$ cat src/hw/mmu_cfg.svh
`ifndef MMU_CFG_SVH
`define MMU_CFG_SVH

// Bus and address widths.
`define MMU_PA_W        56
`define MMU_VA_W        39
`define MMU_DATA_W      64
`define MMU_PPN_W       44
`define MMU_SRC_W       4

// Sv39 PTE layout.
`define PTE_V           0
`define PTE_R           1
`define PTE_W           2
`define PTE_X           3
`define PTE_PPN_LSB     10

// satp mode field.
`define SATP_MODE_W     4
`define SATP_MODE_SV39  4'd8

`endif

$ cat src/hw/mmu_pkg.sv
package mmu_pkg;

    typedef enum logic [3:0] {
        st_idle,
        st_l2_req,     // Root table read.
        st_l2_data,
        st_l1_req,
        st_l1_data,
        st_l0_req,
        st_l0_data,
        st_access,     // Original request at the physical address.
        st_reply,
        st_fault
    } walk_state_e;

    // TileLink opcodes, A and D channels share the encoding space.
    typedef enum logic [2:0] {
        op_put_full       = 3'd0,
        op_access_ack_data = 3'd1,
        op_get            = 3'd4
    } bus_op_e;

    localparam bus_op_e op_access_ack = op_put_full;  // D channel AccessAck is also 0.

    typedef enum logic {
        csr_satp,
        csr_stval
    } csr_sel_e;

endpackage

$ cat src/hw/mmu_csr.sv
`timescale 1ns/1ns
`include "mmu_cfg.svh"

module mmu_csr import mmu_pkg::*; (
    input  logic                        clk,
    input  logic                        rst_n,
    input  logic                        csr_we,
    input  csr_sel_e                    csr_sel,
    input  logic [`MMU_DATA_W-1:0]      csr_wdata,
    output logic [`MMU_DATA_W-1:0]      csr_rdata,
    input  logic                        fault,
    input  logic [`MMU_VA_W-1:0]        fault_vaddr,
    output logic [`SATP_MODE_W-1:0]     satp_mode,
    output logic [`MMU_PPN_W-1:0]       root_ppn
);

    logic [`MMU_DATA_W-1:0] satp_q;
    logic [`MMU_DATA_W-1:0] stval_q;

    always_ff @(posedge clk or negedge rst_n) begin
        if (!rst_n) begin
            satp_q <= '0;
        end else if (csr_we && csr_sel == csr_satp) begin
            satp_q <= csr_wdata;
        end
    end

    // Hardware capture wins over a software write.
    always_ff @(posedge clk or negedge rst_n) begin
        if (!rst_n) begin
            stval_q <= '0;
        end else if (fault) begin
            stval_q <= {{(`MMU_DATA_W-`MMU_VA_W){1'b0}}, fault_vaddr};  // Zero extended VA.
        end else if (csr_we && csr_sel == csr_stval) begin
            stval_q <= csr_wdata;
        end
    end

    assign csr_rdata = (csr_sel == csr_satp) ? satp_q : stval_q;

    assign satp_mode = satp_q[`MMU_DATA_W-1 -: `SATP_MODE_W];  // Mode in the top nibble.
    assign root_ppn  = satp_q[`MMU_PPN_W-1:0];

endmodule

$ cat src/hw/mmu_top.sv
`timescale 1ns/1ns
`include "mmu_cfg.svh"

module mmu_top import mmu_pkg::*; (
    input  logic                        clk,
    input  logic                        rst_n,

    input  logic                        virt_a_valid,
    output logic                        virt_a_ready,
    input  bus_op_e                     virt_a_opcode,
    input  logic [`MMU_VA_W-1:0]        virt_a_address,
    input  logic [`MMU_DATA_W/8-1:0]    virt_a_mask,
    input  logic [`MMU_DATA_W-1:0]      virt_a_data,
    input  logic [`MMU_SRC_W-1:0]       virt_a_source,
    output logic                        virt_d_valid,
    input  logic                        virt_d_ready,
    output bus_op_e                     virt_d_opcode,
    output logic [`MMU_DATA_W-1:0]      virt_d_data,
    output logic                        virt_d_denied,
    output logic [`MMU_SRC_W-1:0]       virt_d_source,

    output logic                        phy_a_valid,
    input  logic                        phy_a_ready,
    output bus_op_e                     phy_a_opcode,
    output logic [`MMU_PA_W-1:0]        phy_a_address,
    output logic [`MMU_DATA_W/8-1:0]    phy_a_mask,
    output logic [`MMU_DATA_W-1:0]      phy_a_data,
    output logic [`MMU_SRC_W-1:0]       phy_a_source,
    input  logic                        phy_d_valid,
    output logic                        phy_d_ready,
    input  bus_op_e                     phy_d_opcode,
    input  logic [`MMU_DATA_W-1:0]      phy_d_data,
    input  logic                        phy_d_denied,
    input  logic [`MMU_SRC_W-1:0]       phy_d_source,

    input  logic                        csr_we,
    input  csr_sel_e                    csr_sel,
    input  logic [`MMU_DATA_W-1:0]      csr_wdata,
    output logic [`MMU_DATA_W-1:0]      csr_rdata,

    output logic                        page_fault
);

    logic [`SATP_MODE_W-1:0]    satp_mode;
    logic [`MMU_PPN_W-1:0]      root_ppn;
    logic [`MMU_VA_W-1:0]       fault_vaddr;

    mmu_csr u_csr (
        .clk         (clk),
        .rst_n       (rst_n),
        .csr_we      (csr_we),
        .csr_sel     (csr_sel),
        .csr_wdata   (csr_wdata),
        .csr_rdata   (csr_rdata),
        .fault       (page_fault),  // Same pulse the processor sees.
        .fault_vaddr (fault_vaddr),
        .satp_mode   (satp_mode),
        .root_ppn    (root_ppn)
    );

    mmu_walker u_walker (
        .clk            (clk),
        .rst_n          (rst_n),
        .satp_mode      (satp_mode),
        .root_ppn       (root_ppn),
        .virt_a_valid   (virt_a_valid),
        .virt_a_ready   (virt_a_ready),
        .virt_a_opcode  (virt_a_opcode),
        .virt_a_address (virt_a_address),
        .virt_a_mask    (virt_a_mask),
        .virt_a_data    (virt_a_data),
        .virt_a_source  (virt_a_source),
        .virt_d_valid   (virt_d_valid),
        .virt_d_ready   (virt_d_ready),
        .virt_d_opcode  (virt_d_opcode),
        .virt_d_data    (virt_d_data),
        .virt_d_denied  (virt_d_denied),
        .virt_d_source  (virt_d_source),
        .phy_a_valid    (phy_a_valid),
        .phy_a_ready    (phy_a_ready),
        .phy_a_opcode   (phy_a_opcode),
        .phy_a_address  (phy_a_address),
        .phy_a_mask     (phy_a_mask),
        .phy_a_data     (phy_a_data),
        .phy_a_source   (phy_a_source),
        .phy_d_valid    (phy_d_valid),
        .phy_d_ready    (phy_d_ready),
        .phy_d_opcode   (phy_d_opcode),
        .phy_d_data     (phy_d_data),
        .phy_d_denied   (phy_d_denied),
        .phy_d_source   (phy_d_source),
        .page_fault     (page_fault),
        .fault_vaddr    (fault_vaddr)
    );

endmodule

$ cat src/hw/mmu_walker.sv
`timescale 1ns/1ns
`include "mmu_cfg.svh"

module mmu_walker import mmu_pkg::*; (
    input  logic                        clk,
    input  logic                        rst_n,
    input  logic [`SATP_MODE_W-1:0]     satp_mode,
    input  logic [`MMU_PPN_W-1:0]       root_ppn,

    input  logic                        virt_a_valid,
    output logic                        virt_a_ready,
    input  bus_op_e                     virt_a_opcode,
    input  logic [`MMU_VA_W-1:0]        virt_a_address,
    input  logic [`MMU_DATA_W/8-1:0]    virt_a_mask,
    input  logic [`MMU_DATA_W-1:0]      virt_a_data,
    input  logic [`MMU_SRC_W-1:0]       virt_a_source,
    output logic                        virt_d_valid,
    input  logic                        virt_d_ready,
    output bus_op_e                     virt_d_opcode,
    output logic [`MMU_DATA_W-1:0]      virt_d_data,
    output logic                        virt_d_denied,
    output logic [`MMU_SRC_W-1:0]       virt_d_source,

    output logic                        phy_a_valid,
    input  logic                        phy_a_ready,
    output bus_op_e                     phy_a_opcode,
    output logic [`MMU_PA_W-1:0]        phy_a_address,
    output logic [`MMU_DATA_W/8-1:0]    phy_a_mask,
    output logic [`MMU_DATA_W-1:0]      phy_a_data,
    output logic [`MMU_SRC_W-1:0]       phy_a_source,
    input  logic                        phy_d_valid,
    output logic                        phy_d_ready,
    input  bus_op_e                     phy_d_opcode,
    input  logic [`MMU_DATA_W-1:0]      phy_d_data,
    input  logic                        phy_d_denied,
    input  logic [`MMU_SRC_W-1:0]       phy_d_source,

    output logic                        page_fault,
    output logic [`MMU_VA_W-1:0]        fault_vaddr
);

    walk_state_e                state, next_state;
    logic                       paging;
    logic                       bypass;
    logic                       walk_wait;
    logic                       d_fire;
    logic                       issue;

    logic                       a_valid_q;
    bus_op_e                    a_opcode_q;
    logic [`MMU_PA_W-1:0]       a_address_q;
    logic [`MMU_DATA_W/8-1:0]   a_mask_q;
    logic [`MMU_DATA_W-1:0]     a_data_q;
    logic [`MMU_SRC_W-1:0]      a_source_q;

    bus_op_e                    sav_opcode;
    logic [`MMU_VA_W-1:0]       sav_vaddr;
    logic [`MMU_DATA_W/8-1:0]   sav_mask;
    logic [`MMU_DATA_W-1:0]     sav_data;
    logic [`MMU_SRC_W-1:0]      sav_source;

    logic [`MMU_DATA_W-1:0]     pte_q;
    bus_op_e                    rsp_opcode_q;
    logic [`MMU_DATA_W-1:0]     rsp_data_q;
    logic                       rsp_denied_q;
    logic [`MMU_SRC_W-1:0]      rsp_source_q;

    logic                       pte_branch;
    logic                       pte_leaf;
    logic [`MMU_PPN_W-1:0]      pte_ppn;
    logic [`MMU_PA_W-1:0]       root_pte_addr;
    logic [`MMU_PA_W-1:0]       next_pte_addr;
    logic [`MMU_PA_W-1:0]       leaf_addr;
    logic [`MMU_PA_W-1:0]       issue_addr;

    assign paging    = (satp_mode == `SATP_MODE_SV39);
    assign bypass    = (state == st_idle) && !paging;  // Bare mode only between walks.
    assign walk_wait = state inside {st_l2_req, st_l1_req, st_l0_req, st_access};
    assign d_fire    = phy_d_valid && walk_wait;

    // PTE classification.
    assign pte_ppn    = pte_q[`PTE_PPN_LSB +: `MMU_PPN_W];
    assign pte_branch = pte_q[`PTE_V] && !pte_q[`PTE_R] && !pte_q[`PTE_W] && !pte_q[`PTE_X];
    assign pte_leaf   = pte_q[`PTE_V] && (pte_q[`PTE_R] || pte_q[`PTE_X])
                        && !(pte_q[`PTE_W] && !pte_q[`PTE_R]);  // W without R is reserved.

    assign root_pte_addr = {root_ppn, virt_a_address[`MMU_VA_W-1:30], 3'b000};
    assign next_pte_addr = (state == st_l2_data) ? {pte_ppn, sav_vaddr[29:21], 3'b000}
                                                 : {pte_ppn, sav_vaddr[20:12], 3'b000};

    always_comb begin
        case (state)
            st_l2_data: leaf_addr = {pte_ppn[`MMU_PPN_W-1:18], sav_vaddr[29:0]};  // 1 GiB.
            st_l1_data: leaf_addr = {pte_ppn[`MMU_PPN_W-1:9], sav_vaddr[20:0]};   // 2 MiB.
            default:    leaf_addr = {pte_ppn, sav_vaddr[11:0]};
        endcase
    end

    always_comb begin
        case (next_state)
            st_l2_req: issue_addr = root_pte_addr;
            st_access: issue_addr = leaf_addr;
            default:   issue_addr = next_pte_addr;
        endcase
    end

    always_comb begin
        next_state = state;
        case (state)
            st_idle:    if (paging && virt_a_valid) next_state = st_l2_req;
            st_l2_req:  if (d_fire) next_state = st_l2_data;
            st_l1_req:  if (d_fire) next_state = st_l1_data;
            st_l0_req:  if (d_fire) next_state = st_l0_data;
            st_l2_data: begin
                if (pte_leaf) next_state = st_access;
                else if (pte_branch) next_state = st_l1_req;
                else next_state = st_fault;
            end
            st_l1_data: begin
                if (pte_leaf) next_state = st_access;
                else if (pte_branch) next_state = st_l0_req;
                else next_state = st_fault;
            end
            st_l0_data: next_state = pte_leaf ? st_access : st_fault;  // No level below.
            st_access:  if (d_fire) next_state = st_reply;
            st_reply:   if (virt_d_ready) next_state = st_idle;
            st_fault:   next_state = st_reply;
            default:    next_state = st_idle;
        endcase
    end

    assign issue = (next_state != state)
                   && (next_state inside {st_l2_req, st_l1_req, st_l0_req, st_access});

    always_ff @(posedge clk or negedge rst_n) begin
        if (!rst_n) begin
            state     <= st_idle;
            a_valid_q <= 1'b0;
        end else begin
            state <= next_state;
            if (issue) begin
                a_valid_q <= 1'b1;
            end else if (a_valid_q && phy_a_ready) begin
                a_valid_q <= 1'b0;  // Beat accepted.
            end
        end
    end

    always_ff @(posedge clk) begin
        if (state == st_idle && paging && virt_a_valid) begin
            sav_opcode <= virt_a_opcode;
            sav_vaddr  <= virt_a_address;
            sav_mask   <= virt_a_mask;
            sav_data   <= virt_a_data;
            sav_source <= virt_a_source;
        end
        if (issue) begin
            a_address_q <= issue_addr;
            if (next_state == st_access) begin
                a_opcode_q <= sav_opcode;  // Replay the saved request.
                a_mask_q   <= sav_mask;
                a_data_q   <= sav_data;
                a_source_q <= sav_source;
            end else begin
                a_opcode_q <= op_get;  // 8-byte PTE read.
                a_mask_q   <= '1;
                a_data_q   <= '0;
                a_source_q <= '0;
            end
        end
        if (d_fire && state != st_access) begin
            pte_q <= phy_d_data;
        end
        if (d_fire && state == st_access) begin
            rsp_opcode_q <= phy_d_opcode;
            rsp_data_q   <= phy_d_data;
            rsp_denied_q <= phy_d_denied;
            rsp_source_q <= phy_d_source;
        end else if (state == st_fault) begin
            rsp_opcode_q <= (sav_opcode == op_get) ? op_access_ack_data : op_access_ack;
            rsp_data_q   <= '0;
            rsp_denied_q <= 1'b1;
            rsp_source_q <= sav_source;
        end
    end

    // Bare mode is a straight wire path in both directions.
    assign phy_a_valid   = bypass ? virt_a_valid : a_valid_q;
    assign phy_a_opcode  = bypass ? virt_a_opcode : a_opcode_q;
    assign phy_a_address = bypass ? {{(`MMU_PA_W-`MMU_VA_W){1'b0}}, virt_a_address}
                                  : a_address_q;
    assign phy_a_mask    = bypass ? virt_a_mask : a_mask_q;
    assign phy_a_data    = bypass ? virt_a_data : a_data_q;
    assign phy_a_source  = bypass ? virt_a_source : a_source_q;
    assign phy_d_ready   = bypass ? virt_d_ready : walk_wait;

    assign virt_a_ready  = bypass ? phy_a_ready : (state == st_idle && virt_a_valid);
    assign virt_d_valid  = bypass ? phy_d_valid : (state == st_reply);
    assign virt_d_opcode = bypass ? phy_d_opcode : rsp_opcode_q;
    assign virt_d_data   = bypass ? phy_d_data : rsp_data_q;
    assign virt_d_denied = bypass ? phy_d_denied : rsp_denied_q;
    assign virt_d_source = bypass ? phy_d_source : rsp_source_q;

    assign page_fault  = (state == st_fault);  // One cycle, fault always goes on to reply.
    assign fault_vaddr = sav_vaddr;

endmodule

$ cat config.mk
export PLATFORM = sky130hd
export DESIGN_NAME = mmu_top
export DESIGN_NICKNAME = d
export VERILOG_FILES = /design/src/hw/mmu_pkg.sv /design/src/hw/mmu_csr.sv /design/src/hw/mmu_top.sv /design/src/hw/mmu_walker.sv
export VERILOG_INCLUDE_DIRS = /design/src /design/src/hw
export SDC_FILE = /design/constraint.sdc
export NUM_CORES = 1
export LEC_CHECK = 0
export BUFFER_PORTS_ARGS = -buffer_cell sky130_fd_sc_hd__buf_2
export CAP_MARGIN = 15
export CORE_MARGIN = 2
export CORE_UTILIZATION = 25
export DETAILED_ROUTE_END_ITERATION = 7
export GPL_ROUTABILITY_DRIVEN = 0
export PLACE_DENSITY = 0.47
export SYNTH_ARGS = -nofsm -noshare
export SYNTH_HDL_FRONTEND = slang
export SYNTH_SLANG_ARGS = --single-unit
$ cat constraint.sdc
create_clock -name clk -period 9.57 [get_ports clk]
set_input_delay 1.4355 -clock clk [delete_from_list [all_inputs] [get_ports clk]]
set_output_delay 1.4355 -clock clk [all_outputs]
set_load 0.05 [all_outputs]
==> reports/metrics.csv <==
metric,value,unit
r2r worst-path depth,6,
core area,88000,sq um
critical path data arrival time,3730,ps
sequential area share after synthesis,65.7,%
global-route wire length before repair,109,mm
CTS sink count,506,
Max Root-Sink Buffers,3,
worst slew pin tran,1150,ps
"Max FO, Critical Path",104,
final wirelength,77.7,mm
max incr delay on CP,550,ps
design area,28000,sq um
number of max-cap violations,0,
mean post-synth cell area,14.4,sq um
"Cell Area, Placed",26000,sq um
Reg-to-Reg Start,u_csr.satp_q[61]$_DFFE_PN0P_,
Synth Register Bits,506,
Yosys cell types,42,
DR iter-0 viols,920,
Crit. path cell count,7,
Tcrit/Tclk final,54.0,%
ys flop type,edfxtp_1,
Post-CTS Hold Fix Bufs,0,
Fin. Hold Viols,0,
Via Count,14700,
Worst EP required,8130,ps
final setup fails,0,
Post-Syn Area,22100,sq um
number of global-route vias before repair,15300,
IO Pins,538,
Post-Synthesis Cells,1540,
vias per cell,4.50,
outcome,"finished, final reports clean",
P_leak,0.0109,uW
async set-or-reset flop fraction in the synthesized netlist,26.3,%
crit-path cells,"nor2_1, nand2_1, nor2_4, buf_16, buf_12, mux2_2, buf_2",
worst skew pair latency,620,ps
Peak VDD IR,225,uV
"Net Count, Synth",1802,
clock skew,24.3,ps
Max Slew Vio Count,0,
critical path class,reg -> out,
layout cells sized above 1,46.9,%
cell family with most CP delay,simple AND/OR/NAND/NOR gates,
DRT Pass-1 Iters,5,
CTS Buf Count,59,
"Reg clk slew, reported paths",60,ps
Worst Setup SP,u_walker.state[2]$_DFF_PN0_,
Root Driver,clkbuf_16,
width of the chip,301,microns
endpoint class of the critical path,output pin,
"Setup Fix Bufs, Post-CTS",0,
Pwr per Cell Area,389,nW/um^2
post-CTS sizing,0,
GRT Residual Overflow,0,
DR WL/cell,23.8,microns
CP Capture Point,phy_a_address[5],
post-route ant nets,0,
utilization after layout,31.8,%
largest net degree at the start of global routing,105,
final net count,2314,
unrepaired setup endpoints after global routing,no,
GRT Overall Usage,16.4,%
Ys Warns,0,
Reg-to-Reg End,u_walker.a_address_q[25]$_DFFE_PP_,
Remaining DRCs,0,
CTS H-tree lvls,2,
Slew Limit Headroom,23.2,%
initial core utilization,25.1,%
Design Power,10900,uW
number of synthesized flops with an enable pin,373,
CTS tree,built,
# rows,109,
hpwl dp,54.6,mm
post-route setup TNS,0,ps
Reg2Reg Setup Slack,4940,ps
fmax,0.193,GHz
die span in y,301,microns
Hold WC Path Type,reg -> reg,
Final Critical Period,5170,ps
P&R area growth vs syn,26.4,%
hold_ws,454,ps
initial antenna violation count,15,
Worst setup SP type,register,
Buf/Inv on CP,3,
IO Port Bufs,537,
Die ar.,90900,sq um
CP max-delay cell,nor2_4,
[layout by cell type, fill, tap and decap left out, types with 2 or more instances in the layout]
cell / Yosys / layout
and3_1: 75 / 73
nand2_1: 182 / 182
and2_1: 67 / 66
diode_2: 0 / 7
nand2b_1: 4 / 4
bufinv_16: 0 / 5
a32oi_1: 27 / 27
mux2i_1: 48 / 48
clkinvlp_4: 0 / 3
or3_1: 11 / 11
buf_4: 0 / 19
edfxtp_1: 373 / 373
mux2_2: 323 / 323
o21ai_1: 4 / 4
dfrtp_1: 133 / 133
nand3_1: 19 / 19
inv_1: 21 / 20
a211oi_2: 2 / 2
nor2b_1: 23 / 22
o21ai_0: 47 / 47
clkbuf_1: 67 / 16
a21o_1: 3 / 3
xnor2_1: 2 / 2
clkinv_1: 0 / 9
clkbuf_8: 0 / 4
nor2_1: 7 / 3
nor2_4: 0 / 4
clkbuf_16: 0 / 59
buf_2: 34 / 535
o211ai_1: 18 / 18
clkinv_2: 0 / 12
a21oi_1: 26 / 26
nor3_2: 0 / 2
[metrics by stage]
step	std cells	setup slack [ps]
3_5_place_dp	3155	4560
6_report	3272	4400
5_1_grt	3271	4200
4_1_cts	3264	3930
2_1_floorplan	1540	968
3_3_place_gp	3155	4740
[Yosys cell counts, types with 2 or more instances]
master | instances | area [sq um]
a21o_1 | 3 | 22.5
inv_1 | 21 | 78.8
and2_1 | 67 | 419
or3_1 | 11 | 68.8
clkbuf_1 | 67 | 251
mux2_2 | 323 | 3640
nor3_1 | 3 | 15.0
buf_1 | 3 | 11.3
nor2b_1 | 23 | 144
nand3_1 | 19 | 95.1
mux2i_1 | 48 | 480
a32oi_1 | 27 | 236
nand2_1 | 182 | 683
buf_2 | 34 | 170
o21ai_1 | 4 | 20.0
edfxtp_1 | 373 | 11200
buf_6 | 2 | 22.5
a21oi_1 | 26 | 130
nor2_1 | 7 | 26.3
nand2b_1 | 4 | 25.0
and3_1 | 75 | 469
dfrtp_1 | 133 | 3330
a211oi_2 | 2 | 25.0
o21ai_0 | 47 | 235
o211ai_1 | 18 | 135
xnor2_1 | 2 | 17.5
[power breakdown]
group | internal [uW] | switching [uW] | leakage, uW
sequential | 3080 | 276 | 0.00494
combinational | 1350 | 3950 | 0.00504
clock | 1290 | 925 | 0.000912
total | 5730 | 5150 | 0.0109
[worst min-delay path by stage]
stage                                             startpoint                       endpoint  slack (ps)  cells after the start
after floorplan           u_walker.fault_vaddr[30]$_DFFE_PP_  u_csr.stval_q[30]$_DFFE_PN0P_         430                      2
after global placement    u_walker.fault_vaddr[38]$_DFFE_PP_  u_csr.stval_q[38]$_DFFE_PN0P_         430                      2
after detailed placement  u_walker.fault_vaddr[36]$_DFFE_PP_  u_csr.stval_q[36]$_DFFE_PN0P_         440                      2
after CTS                 u_walker.fault_vaddr[31]$_DFFE_PP_  u_csr.stval_q[31]$_DFFE_PN0P_         460                      2
after global routing      u_walker.fault_vaddr[36]$_DFFE_PP_  u_csr.stval_q[36]$_DFFE_PN0P_         480                      2
final                     u_walker.fault_vaddr[31]$_DFFE_PP_  u_csr.stval_q[31]$_DFFE_PN0P_         450                      2
[registers in the layout, indices dropped and copies added (netlist names), 4 cells and up]
| register | cells |
|---|---|
| u_walker.a_data_q | 64 |
| u_walker.rsp_source_q | 4 |
| u_walker.a_address_q | 56 |
| u_walker.state | 4 |
| u_walker.a_source_q | 4 |
| u_walker.sav_data | 64 |
| u_walker.sav_source | 4 |
| u_walker.fault_vaddr | 39 |
| u_walker.sav_mask | 8 |
| u_csr.satp_q | 64 |
| u_walker.pte_q | 48 |
| u_walker.rsp_data_q | 64 |
| u_walker.a_mask_q | 8 |
| u_csr.stval_q | 64 |
[worst register-to-register path, stage by stage (launching register included)]
cell	delay, ps
dfrtp_1	420
nor4b_4	670
nand2_1	290
a221oi_2	360
nand4_1	550
nor2_4	1040
buf_4	850
[logic make-up (layout without fill, tap and decap cells)]
kind of cell / after synthesis / in the layout / share of synthesized area [%]
buf+inv: 127 / 687 / 2.42
mux: 371 / 371 / 18.6
flops: 506 / 506 / 65.7
simple gates: 397 / 397 / 9.10
other cells: 0 / 7 / 0
compound gates: 136 / 136 / 4.06
xor+xnor: 3 / 3 / 0.119
[layout make-up]
cell class,count,area (sq um)
Antenna cell,7,17.5
Clock buffer,79,1590
Clock inverter,30,279
Fill cell,8889,60000
Inverter,21,80.1
Multi-Input combinational cell,907,7130
Sequential cell,506,14500
Tap cell,1165,1460
Timing Repair Buffer,557,2880
[metal layers]
layer  GRT usage, %  part of all wire, %  up-vias
li1               -                    -     6709
met1           22.0                   44     7492
met2           26.8                   48      428
met3           3.19                  5.2      106
met4           5.19                  2.8        4
met5              0                0.030        -
No activity file was read; power rests on OpenSTA's default activity.
